**src/include/wb_macros.svh**
```systemverilog
// sizes of the store write buffer, included by the package, the RTL and the testbench
`ifndef WB_MACROS_SVH
`define WB_MACROS_SVH

// number of pending stores the buffer can hold
`define WB_DEPTH 6

// store side: byte address, store data and one select bit per data byte
`define WB_ADDR_W 32
`define WB_DATA_W 64
`define WB_SEL_W (`WB_DATA_W / 8)

// bus side: one 16-byte line per beat, one lane select bit per byte
`define WB_BUS_W 128
`define WB_BSEL_W (`WB_BUS_W / 8)
`define WB_LINE_LSB 4

// tag of the issuing instruction, returned on completion
`define WB_TAG_W 4

`endif
```
**src/wb_pkg.sv**
```systemverilog
// shared types of the store write buffer, wildcard-imported by every RTL module
`include "wb_macros.svh"

package wb_pkg;

	// ==================================================
	// store and bus vectors
	// ==================================================

	typedef logic [`WB_ADDR_W-1:0] addr_t;
	typedef logic [`WB_DATA_W-1:0] sdata_t;
	typedef logic [`WB_SEL_W-1:0]  ssel_t;
	typedef logic [`WB_BUS_W-1:0]  bdata_t;
	typedef logic [`WB_BSEL_W-1:0] bsel_t;
	typedef logic [`WB_TAG_W-1:0]  tag_t;

	// fault code reported with the completion, sticky until reset
	typedef logic [1:0] fault_t;
	localparam fault_t FAULT_NONE = 2'd0;
	localparam fault_t FAULT_BUS  = 2'd1;

	// ==================================================
	// bus engine states
	// ==================================================

	// beat 1 is raised from idle, beat 2 only for line-crossing stores
	typedef enum logic [1:0] {
		ENG_IDLE  = 2'd0,
		ENG_ACK1  = 2'd1,
		ENG_BEAT2 = 2'd2,
		ENG_ACK2  = 2'd3
	} eng_state_t;

endpackage

```
**src/write_buffer_top.sv**
```systemverilog
// top level of the store write buffer, connecting queue, bus engine and retire unit
`timescale 1ns/1ps

module write_buffer_top import wb_pkg::*; (
	input  logic   clk_i,
	input  logic   rst_i,
	input  logic   p0_wr_i,
	input  tag_t   p0_tag_i,
	input  addr_t  p0_adr_i,
	input  ssel_t  p0_sel_i,
	input  sdata_t p0_dat_i,
	output logic   p0_ack_o,
	input  addr_t  p0_ld_adr_i,
	output logic   p0_hit_o,
	input  logic   p1_wr_i,
	input  tag_t   p1_tag_i,
	input  addr_t  p1_adr_i,
	input  ssel_t  p1_sel_i,
	input  sdata_t p1_dat_i,
	output logic   p1_ack_o,
	input  addr_t  p1_ld_adr_i,
	output logic   p1_hit_o,
	input  logic   bus_busy_i,
	output logic   cyc_o,
	output logic   stb_o,
	output logic   we_o,
	output bsel_t  sel_o,
	output addr_t  adr_o,
	output bdata_t dat_o,
	input  logic   ack_i,
	input  logic   err_i,
	output logic   update_o,
	output tag_t   uid_o,
	output fault_t fault_o
);

	// head of the queue, seen by the engine and the retire unit
	logic   head_valid;
	tag_t   head_tag;
	addr_t  head_adr;
	ssel_t  head_sel;
	sdata_t head_dat;

	// end-of-cycle strobes and the commands they turn into
	logic   eng_done;
	logic   eng_err;
	logic   pop;
	logic   flush;

	store_queue u_store_queue (
		.clk_i        (clk_i),
		.rst_i        (rst_i),
		.p0_wr_i      (p0_wr_i),
		.p0_tag_i     (p0_tag_i),
		.p0_adr_i     (p0_adr_i),
		.p0_sel_i     (p0_sel_i),
		.p0_dat_i     (p0_dat_i),
		.p1_wr_i      (p1_wr_i),
		.p1_tag_i     (p1_tag_i),
		.p1_adr_i     (p1_adr_i),
		.p1_sel_i     (p1_sel_i),
		.p1_dat_i     (p1_dat_i),
		.p0_ld_adr_i  (p0_ld_adr_i),
		.p1_ld_adr_i  (p1_ld_adr_i),
		.pop_i        (pop),
		.flush_i      (flush),
		.p0_ack_o     (p0_ack_o),
		.p1_ack_o     (p1_ack_o),
		.p0_hit_o     (p0_hit_o),
		.p1_hit_o     (p1_hit_o),
		.head_valid_o (head_valid),
		.head_tag_o   (head_tag),
		.head_adr_o   (head_adr),
		.head_sel_o   (head_sel),
		.head_dat_o   (head_dat)
	);

	store_bus_engine u_store_bus_engine (
		.clk_i        (clk_i),
		.rst_i        (rst_i),
		.head_valid_i (head_valid),
		.head_adr_i   (head_adr),
		.head_sel_i   (head_sel),
		.head_dat_i   (head_dat),
		.bus_busy_i   (bus_busy_i),
		.ack_i        (ack_i),
		.err_i        (err_i),
		.cyc_o        (cyc_o),
		.stb_o        (stb_o),
		.we_o         (we_o),
		.sel_o        (sel_o),
		.adr_o        (adr_o),
		.dat_o        (dat_o),
		.done_o       (eng_done),
		.err_o        (eng_err)
	);

	store_retire u_store_retire (
		.clk_i      (clk_i),
		.rst_i      (rst_i),
		.done_i     (eng_done),
		.err_i      (eng_err),
		.head_tag_i (head_tag),
		.pop_o      (pop),
		.flush_o    (flush),
		.update_o   (update_o),
		.uid_o      (uid_o),
		.fault_o    (fault_o)
	);

endmodule

```
**src/store_retire.sv**
```systemverilog
// turns the engine's end-of-cycle strobes into the completion pulse, fault code, pop and flush
`timescale 1ns/1ps

module store_retire import wb_pkg::*; (
	input  logic   clk_i,
	input  logic   rst_i,
	input  logic   done_i,
	input  logic   err_i,
	input  tag_t   head_tag_i,
	output logic   pop_o,
	output logic   flush_o,
	output logic   update_o,
	output tag_t   uid_o,
	output fault_t fault_o
);

	logic finish;

	// the store ends one way or the other, and its tag is reported either way
	assign finish = done_i | err_i;

	// ==================================================
	// queue commands
	// ==================================================

	// the head leaves on the same edge as the completion pulse rises
	assign pop_o   = done_i & ~err_i;
	// after an error the whole queue goes, not just the head
	assign flush_o = err_i;

	// ==================================================
	// completion report
	// ==================================================

	always_ff @(posedge clk_i) begin
		if (rst_i) begin
			update_o <= 1'b0;
			fault_o  <= FAULT_NONE;
		end else begin
			update_o <= finish;
			// the fault stays reported until the next reset
			if (err_i) begin
				fault_o <= FAULT_BUS;
			end
		end
	end

	// head tag is still the finished store while the strobe is high
	always_ff @(posedge clk_i) begin
		if (finish) begin
			uid_o <= head_tag_i;
		end
	end

endmodule

```
**src/store_bus_engine.sv**
```systemverilog
// bus master that writes the head store as one or two lane-aligned beats in one bus cycle
`timescale 1ns/1ps
`include "wb_macros.svh"

module store_bus_engine import wb_pkg::*; (
	input  logic   clk_i,
	input  logic   rst_i,
	input  logic   head_valid_i,
	input  addr_t  head_adr_i,
	input  ssel_t  head_sel_i,
	input  sdata_t head_dat_i,
	input  logic   bus_busy_i,
	input  logic   ack_i,
	input  logic   err_i,
	output logic   cyc_o,
	output logic   stb_o,
	output logic   we_o,
	output bsel_t  sel_o,
	output addr_t  adr_o,
	output bdata_t dat_o,
	output logic   done_o,
	output logic   err_o
);

	// a store can spill up to one select width past the end of the line
	localparam int MASK_W  = `WB_BSEL_W + `WB_SEL_W;
	localparam int SHIFT_W = `WB_BUS_W + `WB_DATA_W;
	localparam int LINE_W  = `WB_ADDR_W - `WB_LINE_LSB;

	eng_state_t state;

	logic [`WB_LINE_LSB-1:0] lane_off;
	logic [MASK_W-1:0]       lane_mask;
	logic [SHIFT_W-1:0]      lane_dat;
	logic                    needs_beat2;
	addr_t                   next_line;

	// the head stays put until the retire unit pops it, so lanes come straight from it
	always_comb begin
		lane_off    = head_adr_i[`WB_LINE_LSB-1:0];
		lane_mask   = MASK_W'(head_sel_i) << lane_off;
		lane_dat    = SHIFT_W'(head_dat_i) << {lane_off, 3'b000};
		needs_beat2 = |lane_mask[MASK_W-1:`WB_BSEL_W];
		next_line   = {head_adr_i[`WB_ADDR_W-1:`WB_LINE_LSB] + LINE_W'(1),
			{`WB_LINE_LSB{1'b0}}};
	end

	// ==================================================
	// bus cycle sequencing
	// ==================================================

	always_ff @(posedge clk_i) begin
		if (rst_i) begin
			state  <= ENG_IDLE;
			cyc_o  <= 1'b0;
			stb_o  <= 1'b0;
			we_o   <= 1'b0;
			sel_o  <= '0;
			done_o <= 1'b0;
			err_o  <= 1'b0;
		end else begin
			done_o <= 1'b0;
			err_o  <= 1'b0;
			case (state)
			ENG_IDLE: begin
				// hold off while the last store's end is still being retired
				if (head_valid_i && !bus_busy_i && !ack_i && !done_o && !err_o) begin
					cyc_o <= 1'b1;
					stb_o <= 1'b1;
					we_o  <= 1'b1;
					sel_o <= lane_mask[`WB_BSEL_W-1:0];
					adr_o <= head_adr_i;
					dat_o <= lane_dat[`WB_BUS_W-1:0];
					state <= ENG_ACK1;
				end
			end
			ENG_ACK1: begin
				if (ack_i || err_i) begin
					stb_o <= 1'b0;
					if (err_i || !needs_beat2) begin
						// an error here skips beat 2 altogether
						cyc_o  <= 1'b0;
						we_o   <= 1'b0;
						sel_o  <= '0;
						done_o <= ~err_i;
						err_o  <= err_i;
						state  <= ENG_IDLE;
					end else begin
						// spilled bytes go to the start of the next line
						sel_o <= bsel_t'(lane_mask[MASK_W-1:`WB_BSEL_W]);
						adr_o <= next_line;
						dat_o <= bdata_t'(lane_dat[SHIFT_W-1:`WB_BUS_W]);
						state <= ENG_BEAT2;
					end
				end
			end
			ENG_BEAT2: begin
				// cyc stays high, only the strobe drops between the beats
				if (!ack_i) begin
					stb_o <= 1'b1;
					state <= ENG_ACK2;
				end
			end
			ENG_ACK2: begin
				if (ack_i || err_i) begin
					cyc_o  <= 1'b0;
					stb_o  <= 1'b0;
					we_o   <= 1'b0;
					sel_o  <= '0;
					done_o <= ~err_i;
					err_o  <= err_i;
					state  <= ENG_IDLE;
				end
			end
			default: begin
				state <= ENG_IDLE;
			end
			endcase
		end
	end

endmodule

```
**src/store_queue.sv**
```systemverilog
// ordered queue of pending stores with two insert ports, head pop, flush and load-hit compare
`timescale 1ns/1ps
`include "wb_macros.svh"

module store_queue import wb_pkg::*; (
	input  logic   clk_i,
	input  logic   rst_i,
	input  logic   p0_wr_i,
	input  tag_t   p0_tag_i,
	input  addr_t  p0_adr_i,
	input  ssel_t  p0_sel_i,
	input  sdata_t p0_dat_i,
	input  logic   p1_wr_i,
	input  tag_t   p1_tag_i,
	input  addr_t  p1_adr_i,
	input  ssel_t  p1_sel_i,
	input  sdata_t p1_dat_i,
	input  addr_t  p0_ld_adr_i,
	input  addr_t  p1_ld_adr_i,
	input  logic   pop_i,
	input  logic   flush_i,
	output logic   p0_ack_o,
	output logic   p1_ack_o,
	output logic   p0_hit_o,
	output logic   p1_hit_o,
	output logic   head_valid_o,
	output tag_t   head_tag_o,
	output addr_t  head_adr_o,
	output ssel_t  head_sel_o,
	output sdata_t head_dat_o
);

	localparam int DEPTH = `WB_DEPTH;
	localparam int CNT_W = $clog2(DEPTH + 1);

	// entry 0 is always the oldest store, entries fill upward from there
	logic [DEPTH-1:0] q_valid;
	tag_t   q_tag [DEPTH];
	addr_t  q_adr [DEPTH];
	ssel_t  q_sel [DEPTH];
	sdata_t q_dat [DEPTH];

	logic [CNT_W-1:0] fill;
	logic             wb_en;

	logic             pop_eff;
	logic             room1;
	logic             room2;
	logic             take0;
	logic             take1;
	logic [CNT_W-1:0] slot0;
	logic [CNT_W-1:0] slot1;
	logic [CNT_W-1:0] fill_nxt;

	// ==================================================
	// insertion rule
	// ==================================================

	always_comb begin
		pop_eff = pop_i & q_valid[0];
		// free space is judged on the fill before any pop in this cycle
		room1 = fill < CNT_W'(DEPTH);
		room2 = fill < CNT_W'(DEPTH - 1);
		take0 = wb_en & ~flush_i & p0_wr_i & room1;
		// with both strobes port 1 needs a second slot behind port 0
		take1 = wb_en & ~flush_i & p1_wr_i & (p0_wr_i ? room2 : room1);
		// a pop shifts the queue down, so new entries land one place lower
		slot0 = fill - CNT_W'(pop_eff);
		slot1 = slot0 + CNT_W'(take0);
		fill_nxt = slot1 + CNT_W'(take1);
	end

	// valid bits, fill count, enable latch and the store acks
	always_ff @(posedge clk_i) begin
		if (rst_i) begin
			q_valid  <= '0;
			fill     <= '0;
			wb_en    <= 1'b1;
			p0_ack_o <= 1'b0;
			p1_ack_o <= 1'b0;
		end else begin
			p0_ack_o <= take0;
			p1_ack_o <= take1;
			if (flush_i) begin
				// a bus error drops everything and locks the buffer until reset
				q_valid <= '0;
				fill    <= '0;
				wb_en   <= 1'b0;
			end else begin
				if (pop_eff) begin
					q_valid <= q_valid >> 1;
				end
				if (take0) begin
					q_valid[slot0] <= 1'b1;
				end
				if (take1) begin
					q_valid[slot1] <= 1'b1;
				end
				fill <= fill_nxt;
			end
		end
	end

	// store payload, shifted along with the valid bits
	always_ff @(posedge clk_i) begin
		if (pop_eff) begin
			for (int i = 0; i < DEPTH - 1; i++) begin
				q_tag[i] <= q_tag[i+1];
				q_adr[i] <= q_adr[i+1];
				q_sel[i] <= q_sel[i+1];
				q_dat[i] <= q_dat[i+1];
			end
		end
		if (take0) begin
			q_tag[slot0] <= p0_tag_i;
			q_adr[slot0] <= p0_adr_i;
			q_sel[slot0] <= p0_sel_i;
			q_dat[slot0] <= p0_dat_i;
		end
		if (take1) begin
			q_tag[slot1] <= p1_tag_i;
			q_adr[slot1] <= p1_adr_i;
			q_sel[slot1] <= p1_sel_i;
			q_dat[slot1] <= p1_dat_i;
		end
	end

	// ==================================================
	// load hit compare on the 16-byte line
	// ==================================================

	always_comb begin
		p0_hit_o = 1'b0;
		p1_hit_o = 1'b0;
		for (int i = 0; i < DEPTH; i++) begin
			if (q_valid[i] && q_adr[i][`WB_ADDR_W-1:`WB_LINE_LSB] ==
					p0_ld_adr_i[`WB_ADDR_W-1:`WB_LINE_LSB]) begin
				p0_hit_o = 1'b1;
			end
			if (q_valid[i] && q_adr[i][`WB_ADDR_W-1:`WB_LINE_LSB] ==
					p1_ld_adr_i[`WB_ADDR_W-1:`WB_LINE_LSB]) begin
				p1_hit_o = 1'b1;
			end
		end
	end

	// the head entry feeds the bus engine and the retire unit
	assign head_valid_o = q_valid[0];
	assign head_tag_o   = q_tag[0];
	assign head_adr_o   = q_adr[0];
	assign head_sel_o   = q_sel[0];
	assign head_dat_o   = q_dat[0];

endmodule

```
**config.mk**
```make
export PLATFORM = sky130hd
export DESIGN_NAME = write_buffer_top
export DESIGN_NICKNAME = d
export VERILOG_FILES = /design/src/wb_pkg.sv /design/src/write_buffer_top.sv /design/src/store_retire.sv /design/src/store_bus_engine.sv /design/src/store_queue.sv
export VERILOG_INCLUDE_DIRS = /design/src /design/src/include
export SDC_FILE = /design/constraint.sdc
export NUM_CORES = 2
export LEC_CHECK = 0
export ABC_AREA = 0
export BUFFER_PORTS_ARGS = -buffer_cell sky130_fd_sc_hd__buf_2
export CAP_MARGIN = 20
export CORE_MARGIN = 2
export CORE_UTILIZATION = 35
export DETAILED_ROUTE_END_ITERATION = 8
export PLACE_DENSITY_LB_ADDON = 0.25
export SETUP_SLACK_MARGIN = 0.3
export SLEW_MARGIN = 10
export SYNTH_ARGS = -nofsm -noshare
export SYNTH_HDL_FRONTEND = slang
export SYNTH_HIERARCHICAL = 1
export SYNTH_SLANG_ARGS = --single-unit
```
**constraint.sdc**
```tcl
create_clock -name clk_i -period 6.8 [get_ports clk_i]
set_input_delay 0 -clock clk_i [delete_from_list [all_inputs] [get_ports clk_i]]
set_output_delay 0 -clock clk_i [all_outputs]
set_load 0.01 [all_outputs]
```
Word level (Yosys, flattened, before mapping) --
Memory sizes are Yosys's and may differ from the RTL's. A register that Yosys moved wholly into a read port is not among the register bits. Index checks and enable logic that the tools add are counted.
Operators by class: add/sub/neg operators 4, $lt $le $gt $ge 6, eq/ne operators 22, shifts and indexed selects 2, multiplexer cells 64, bitwise logic cells 13, reduce and logical (&&, ||, !) cells 36
Operators by type and width (number):
- $mux W128 | 3
- $eq A28 B28 Y1 | 12
- $pmux W128 S2 | 1
- $shl A64 B7 Y192 | 1
- $mux W32 | 3
- $pmux W32 S2 | 1
- $mux W16 | 3
- $pmux W16 S3 | 1
- $mux W6 | 7
- $mux W1 | 32
- $add A28 B1 Y28 const B | 1
- $shl A8 B4 Y24 | 1
- $logic_and A1 B1 Y1 | 18
- $or A6 B6 Y6 | 2
- $mux W2 | 5
- $ne A2 B1 Y1 const B | 5
- $reduce_and A5 Y1 | 2
- $lt A3 B4 Y1 const B | 2
- $mux W8 | 1
- $pmux W2 S4 | 1
- $reduce_and A4 Y1 | 2
- $reduce_or A8 Y1 | 1
- $and A1 B1 Y1 | 7
- $add A3 B1 Y3 | 2
- other kinds (18) | 33
Storage, ports and cells: register bits 196, memory bits (writable) 648, input bits 287, logic and storage cells 166, memories 4
Memory list:
- u_store_queue.q_dat | depth 6, width 64, rd ports 6, clocked after memory_dff 0, wr ports 7, RTL line store_queue.sv:41 | sdata_t q_dat [DEPTH];
- u_store_queue.q_adr | depth 6, width 32, rd ports 6, clocked after memory_dff 0, wr ports 7, RTL line store_queue.sv:39 | addr_t q_adr [DEPTH];
- u_store_queue.q_sel | depth 6, width 8, rd ports 6, clocked after memory_dff 0, wr ports 7, RTL line store_queue.sv:40 | ssel_t q_sel [DEPTH];
- u_store_queue.q_tag | depth 6, width 4, rd ports 6, clocked after memory_dff 1, wr ports 7, RTL line store_queue.sv:38 | tag_t q_tag [DEPTH];

Longest topological paths before layout --
word-level depth 14, mapped depth 17

Modules after synthesis --
The synthesis kept the hierarchy.
Modules (own cells, without submodules):
- store_queue | instances 1, cells an instance 3189, area each 36328.6 um2
- store_bus_engine | instances 1, cells an instance 849, area each 9720.6 um2
- store_retire | instances 1, cells an instance 13, area each 211.5 um2

Worst setup path after synthesis --
Ideal clock, no wire load.
path kind flip-flop to flip-flop, start register u_store_bus_engine.err_o, end register u_store_queue.q_valid[5], setup time 0.079 ns, data arrival time 6.975 ns, required time 6.721 ns, slack -0.254 ns, cell stages (with the launch flop) 11, path buffers 1, path through dfxtp_1 -> nor2b_1 -> nand2_1 -> clkbuf_1 -> inv_1 -> ha_1 -> ha_1 -> xor2_1 -> nand2_1 -> o31ai_2 -> o21ba_2
On the way: longest elaborated chain between the ends 14, elaborated cells on any way between the ends 30
Ends and longest elaborated chain:
- from (decl) | RTL line store_bus_engine.sv:22 | output logic err_o
- from (signal assigned) | RTL line store_bus_engine.sv:86 | err_o <= err_i;
- from (signal assigned) | RTL line store_bus_engine.sv:111 | err_o <= err_i;
- $not A1 Y1 * | RTL line store_retire.sv:27 | assign pop_o = done_i & ~err_i;
- $and A1 B1 Y1 * | RTL line store_retire.sv:27
- via pop | RTL line write_buffer_top.sv:47 | logic pop;
- $and A1 B1 Y1 * | RTL line store_queue.sv:60 | pop_eff = pop_i & q_valid[0];
- $sub A3 B1 Y3 | RTL line store_queue.sv:68 | slot0 = fill - CNT_W'(pop_eff);
- $lt A3 B4 Y1 (implied by the code) / $ge A3 B1 Y1 (equally long branches) | RTL line store_queue.sv:94 | q_valid[slot0] <= 1'b1;
- $logic_and A1 B1 Y1 (implied by the code) | RTL line store_queue.sv:94
- $mux W1 (implied by the code) | RTL line store_queue.sv:94
- $demux W1 S3
- $or A6 B6 Y6 (no line)
- $mux W6 | RTL line store_queue.sv:93 | if (take0) begin
- $mux W6 | RTL line store_queue.sv:84 | if (flush_i) begin
- $mux W6 | RTL line store_queue.sv:75 | if (rst_i) begin
- $or A6 B6 Y6 (no line)
- $mux W6 * | RTL line store_queue.sv:96 | if (take1) begin
- to (signal assigned) | RTL line store_queue.sv:91 | q_valid <= q_valid >> 1;
- to (decl) | RTL line store_queue.sv:37 | logic [DEPTH-1:0] q_valid;
The timed path passes the listed nets; every way through them passes the cells marked *. The select of a mux whose other input is x is not followed. A chain may end at the register's enable or synchronous reset.

==> impl_metrics.py <==
metrics = {
    "die": {
        "io_pins": 477,
        "die_h_um": 368,
        "rows": 133,
        "die_w_um": 368,
        "dieArea_um2": 135000,
        "core_um2": 131000,
        "initial_utilization_pct": 35.2,
    },
    "clocking": {
        "clk_pin_slew_worst_paths_ns": 0.06,
        "insertion_delay_ns": 0.72,
        "cts-htree-levels": 3,
        "clock-sinks": 848,
        "clk_path_buf_depth": 3,
        "numCtsBuffers": 98,
        "cts_tree": "done",
        "cts-root-buf": "clkbuf_16",
    },
    "layout": {
        "drive_gt1_share_pct": 17.6,
        "final_cells": 6532,
        "fin_nets": 4983,
        "stdcell_area_um2": 56600,
        "areaGrowthSynthToFinish_pct": 22.4,
    },
    "route": {
        "vias_per_cell": 5.45,
        "vias": 35600,
        "final_antenna_net_count": 0,
        "finalWirelength_um": 173000,
        "route.detailed.drc": 0,
        "drt_iter0_drc": 4366,
        "wire_per_inst_um": 26.4,
        "drt_pass1_iterations": 7,
    },
    "sta": {
        "hold_violations": 0,
        "grt_setup_unrepaired": "no",
        "setup_viol": 0,
        "fmax_ghz": 0.182,
        "timing.final.crit_share_pct": 81.0,
        "finalSetupTns_ns": 0,
        "relSlewSlack_pct": 24.1,
        "finalMaxSlewViolations": 0,
        "fin_crit_ns": 5.51,
        "worstMarginPinSlew_ns": 1.13,
        "finClkSkew_ns": 0.0625,
    },
    "power_and_ir_drop": {
        "power_density_nw_per_um2": 405,
        "irDropWorstVdd_uv": 393,
        "p_leak_uw": 0.0230,
    },
    "grt": {
        "track_usage_pct": 24.8,
        "grt_pass1_vias": 33800,
        "grt-ovfl-total": 0,
        "grt_pass1_wl_um": 246000,
        "grt_max_degree": 218,
        "antenna_found_initial": 22,
    },
    "logic_synthesis": {
        "yosys.cell_types.count": 76,
        "ys_warn_count": 6,
        "syn_area_um2": 46300,
        "synth_area_per_cell_um2": 11.4,
        "ys_seq_area_share_pct": 54.3,
        "synth-async-reset-ratio_pct": 0,
        "synth-seq-cells": 848,
        "yosys-top-cells-area": "edfxtp_1 (53%), mux2i_1 (13%), a21oi_1 (6.1%), nor2_1 (4.9%), xor2_1 (3.6%)",
        "synth_cells": 4051,
        "synth-edff-count": 812,
        "yosysTopAreaCell": "edfxtp_1",
        "synth_top_flop_cell": "edfxtp_1",
        "syn_nets": 4345,
        "synth_top_area_share_pct": 52.7,
    },
    "placed_design": {
        "place_area_um2": 50100,
        "dp_hpwl_um": 118000,
        "dp.cells": 6010,
        "portBuffers": 467,
        "gp_congestion": 0.986,
    },
    "setup_path": {
        "start_kind": "flip-flop",
        "crit_fanout": 83,
        "crit_required_ns": 7.25,
        "arrival_ns": 5.96,
        "r2r_slack_ns": 1.29,
        "crit_type": "flip-flop to flip-flop",
        "cp-end-kind": "flip-flop",
    },
    "status": {
        "status": "completed",
    },
    "flow_run": {
        "drv_cap": 0,
    },
    "min_path": {
        "min_path_type": "primary input to flip-flop",
    },
}
## path summary, 6_finish.rpt
check | from | depth (start not counted) | to
worst max register to register | u_store_bus_engine/done_o | 14 | u_store_queue/q_dat[5][42]
worst max-delay path | u_store_bus_engine/done_o | 14 | u_store_queue/q_dat[5][42]
worst min register to register | u_store_queue/q_tag[0][3] | 0 | u_store_retire/uid_o[3]
worst min-delay path | p1_dat_i[21] | 4 | u_store_queue/q_dat[4][21]
## cell families after synthesis
family,share of synthesized area [%]
buf+inv,3.22
fa+ha+maj,0.189
xor+xnor,6.72
other cells,0.00811
simple gates,8.84
flops,54.3
compound gates,9.68
mux,17.1
## synth_stat cells, types with 7 or more instances
library cell and n:
a21oi_1 564, a22oi_1 27, a31oi_1 7, and2_1 7, buf_1 16, buf_2 79
buf_4 17, clkbuf_1 196, dfxtp_1 36, edfxtp_1 812, ha_1 7, inv_1 23
mux2_2 134, mux2_4 9, mux2i_1 616, nand2_1 99, nand3_1 29, nand4_1 56
nor2_1 603, nor2b_1 10, nor3_1 23, nor4_1 55, o21a_1 9, o21ai_0 54
o22a_1 17, o22ai_1 86, xnor2_1 163, xor2_1 192
## power by group
group / total (uW) / internal [uW] / switching [uW]
combinational: 8390 / 3100 / 5290
clock: 5240 / 2970 / 2270
sequential: 9280 / 7840 / 1440
total: 22900 / 13900 / 9000
## critical path, cell delays in order, from the launching register on
cell and delay, ns:
dfxtp_1 0.37, nor2b_1 0.46, nand2_1 0.57, inv_1 0.19, ha_1 0.16, ha_1 0.29
inv_1 0.19, ha_1 0.23, xor2_1 0.28, a21oi_1 0.07, a211o_1 0.30, or3b_4 0.64
buf_12 0.30, mux2_2 0.42, dlygate4sd3_1 0.56
## cell usage in the layout, fill, tap and decap left out, types with 54 or more instances in the layout
cell	synthesis	routed
mux2i_1	616	616
nor4_1	55	55
nor2_1	603	603
buf_2	79	468
a21oi_1	564	564
xor2_1	192	192
nand2_1	99	96
dlygate4sd3_1	0	334
nand4_1	56	56
xnor2_1	163	163
o22ai_1	86	86
mux2_2	134	134
clkbuf_16	0	99
o21ai_0	54	54
edfxtp_1	812	812
## flip-flops by register name, summed over array words and instances (netlist names), 3 cells and up, named ones only
name and cells:
u_store_queue/fill 3, u_store_retire/uid_o 4, u_store_queue/q_dat 384, u_store_bus_engine/sel_o 16, u_store_queue/q_adr 192, u_store_queue/q_valid 6
u_store_bus_engine/adr_o 32, u_store_queue/q_sel 48, u_store_bus_engine/dat_o 128, u_store_queue/q_tag 24
## per-layer routing
layer | vias to the layer above | global-route usage (%) | routed length, um
met2 | 1634 | 38.0 | 76900
met1 | 17500 | 35.9 | 77200
met5 | - | 0 | 91
met4 | 16 | 7.03 | 4430
met3 | 237 | 4.02 | 14000
li1 | 16200 | - | -
## stage by stage
step           setup WS (ns)  utilization (%)  hold WS [ns]  total power (uW)
5_1_grt                 1.05             43.1         0.236             23900
2_1_floorplan        -0.0752                -        0.0716             14200
3_5_place_dp            1.59             38.2         0.366             17300
3_3_place_gp            1.60             38.2         0.361             17200
6_report                1.29             43.1         0.218             22900
4_1_cts                 1.43             43.1         0.171             22900
## timing repair
item | in CTS | in global routing
hold buffers | 334 | 0
hold endpoints to repair | 676 | 0
buffers inserted | 0 | 0
gates resized for setup | 0 | 0
## layout make-up
type | instances | area, um2
Clock buffer | 129 | 2640
Timing Repair Buffer | 853 | 6280
Fill cell | 12400 | 74700
Antenna cell | 9 | 22.5
Multi-Input combinational cell | 2863 | 19800
Clock inverter | 50 | 495
Inverter | 25 | 93.8
Tap cell | 1755 | 2200
Sequential cell | 848 | 25100
Power figures use the tool's default switching activity.
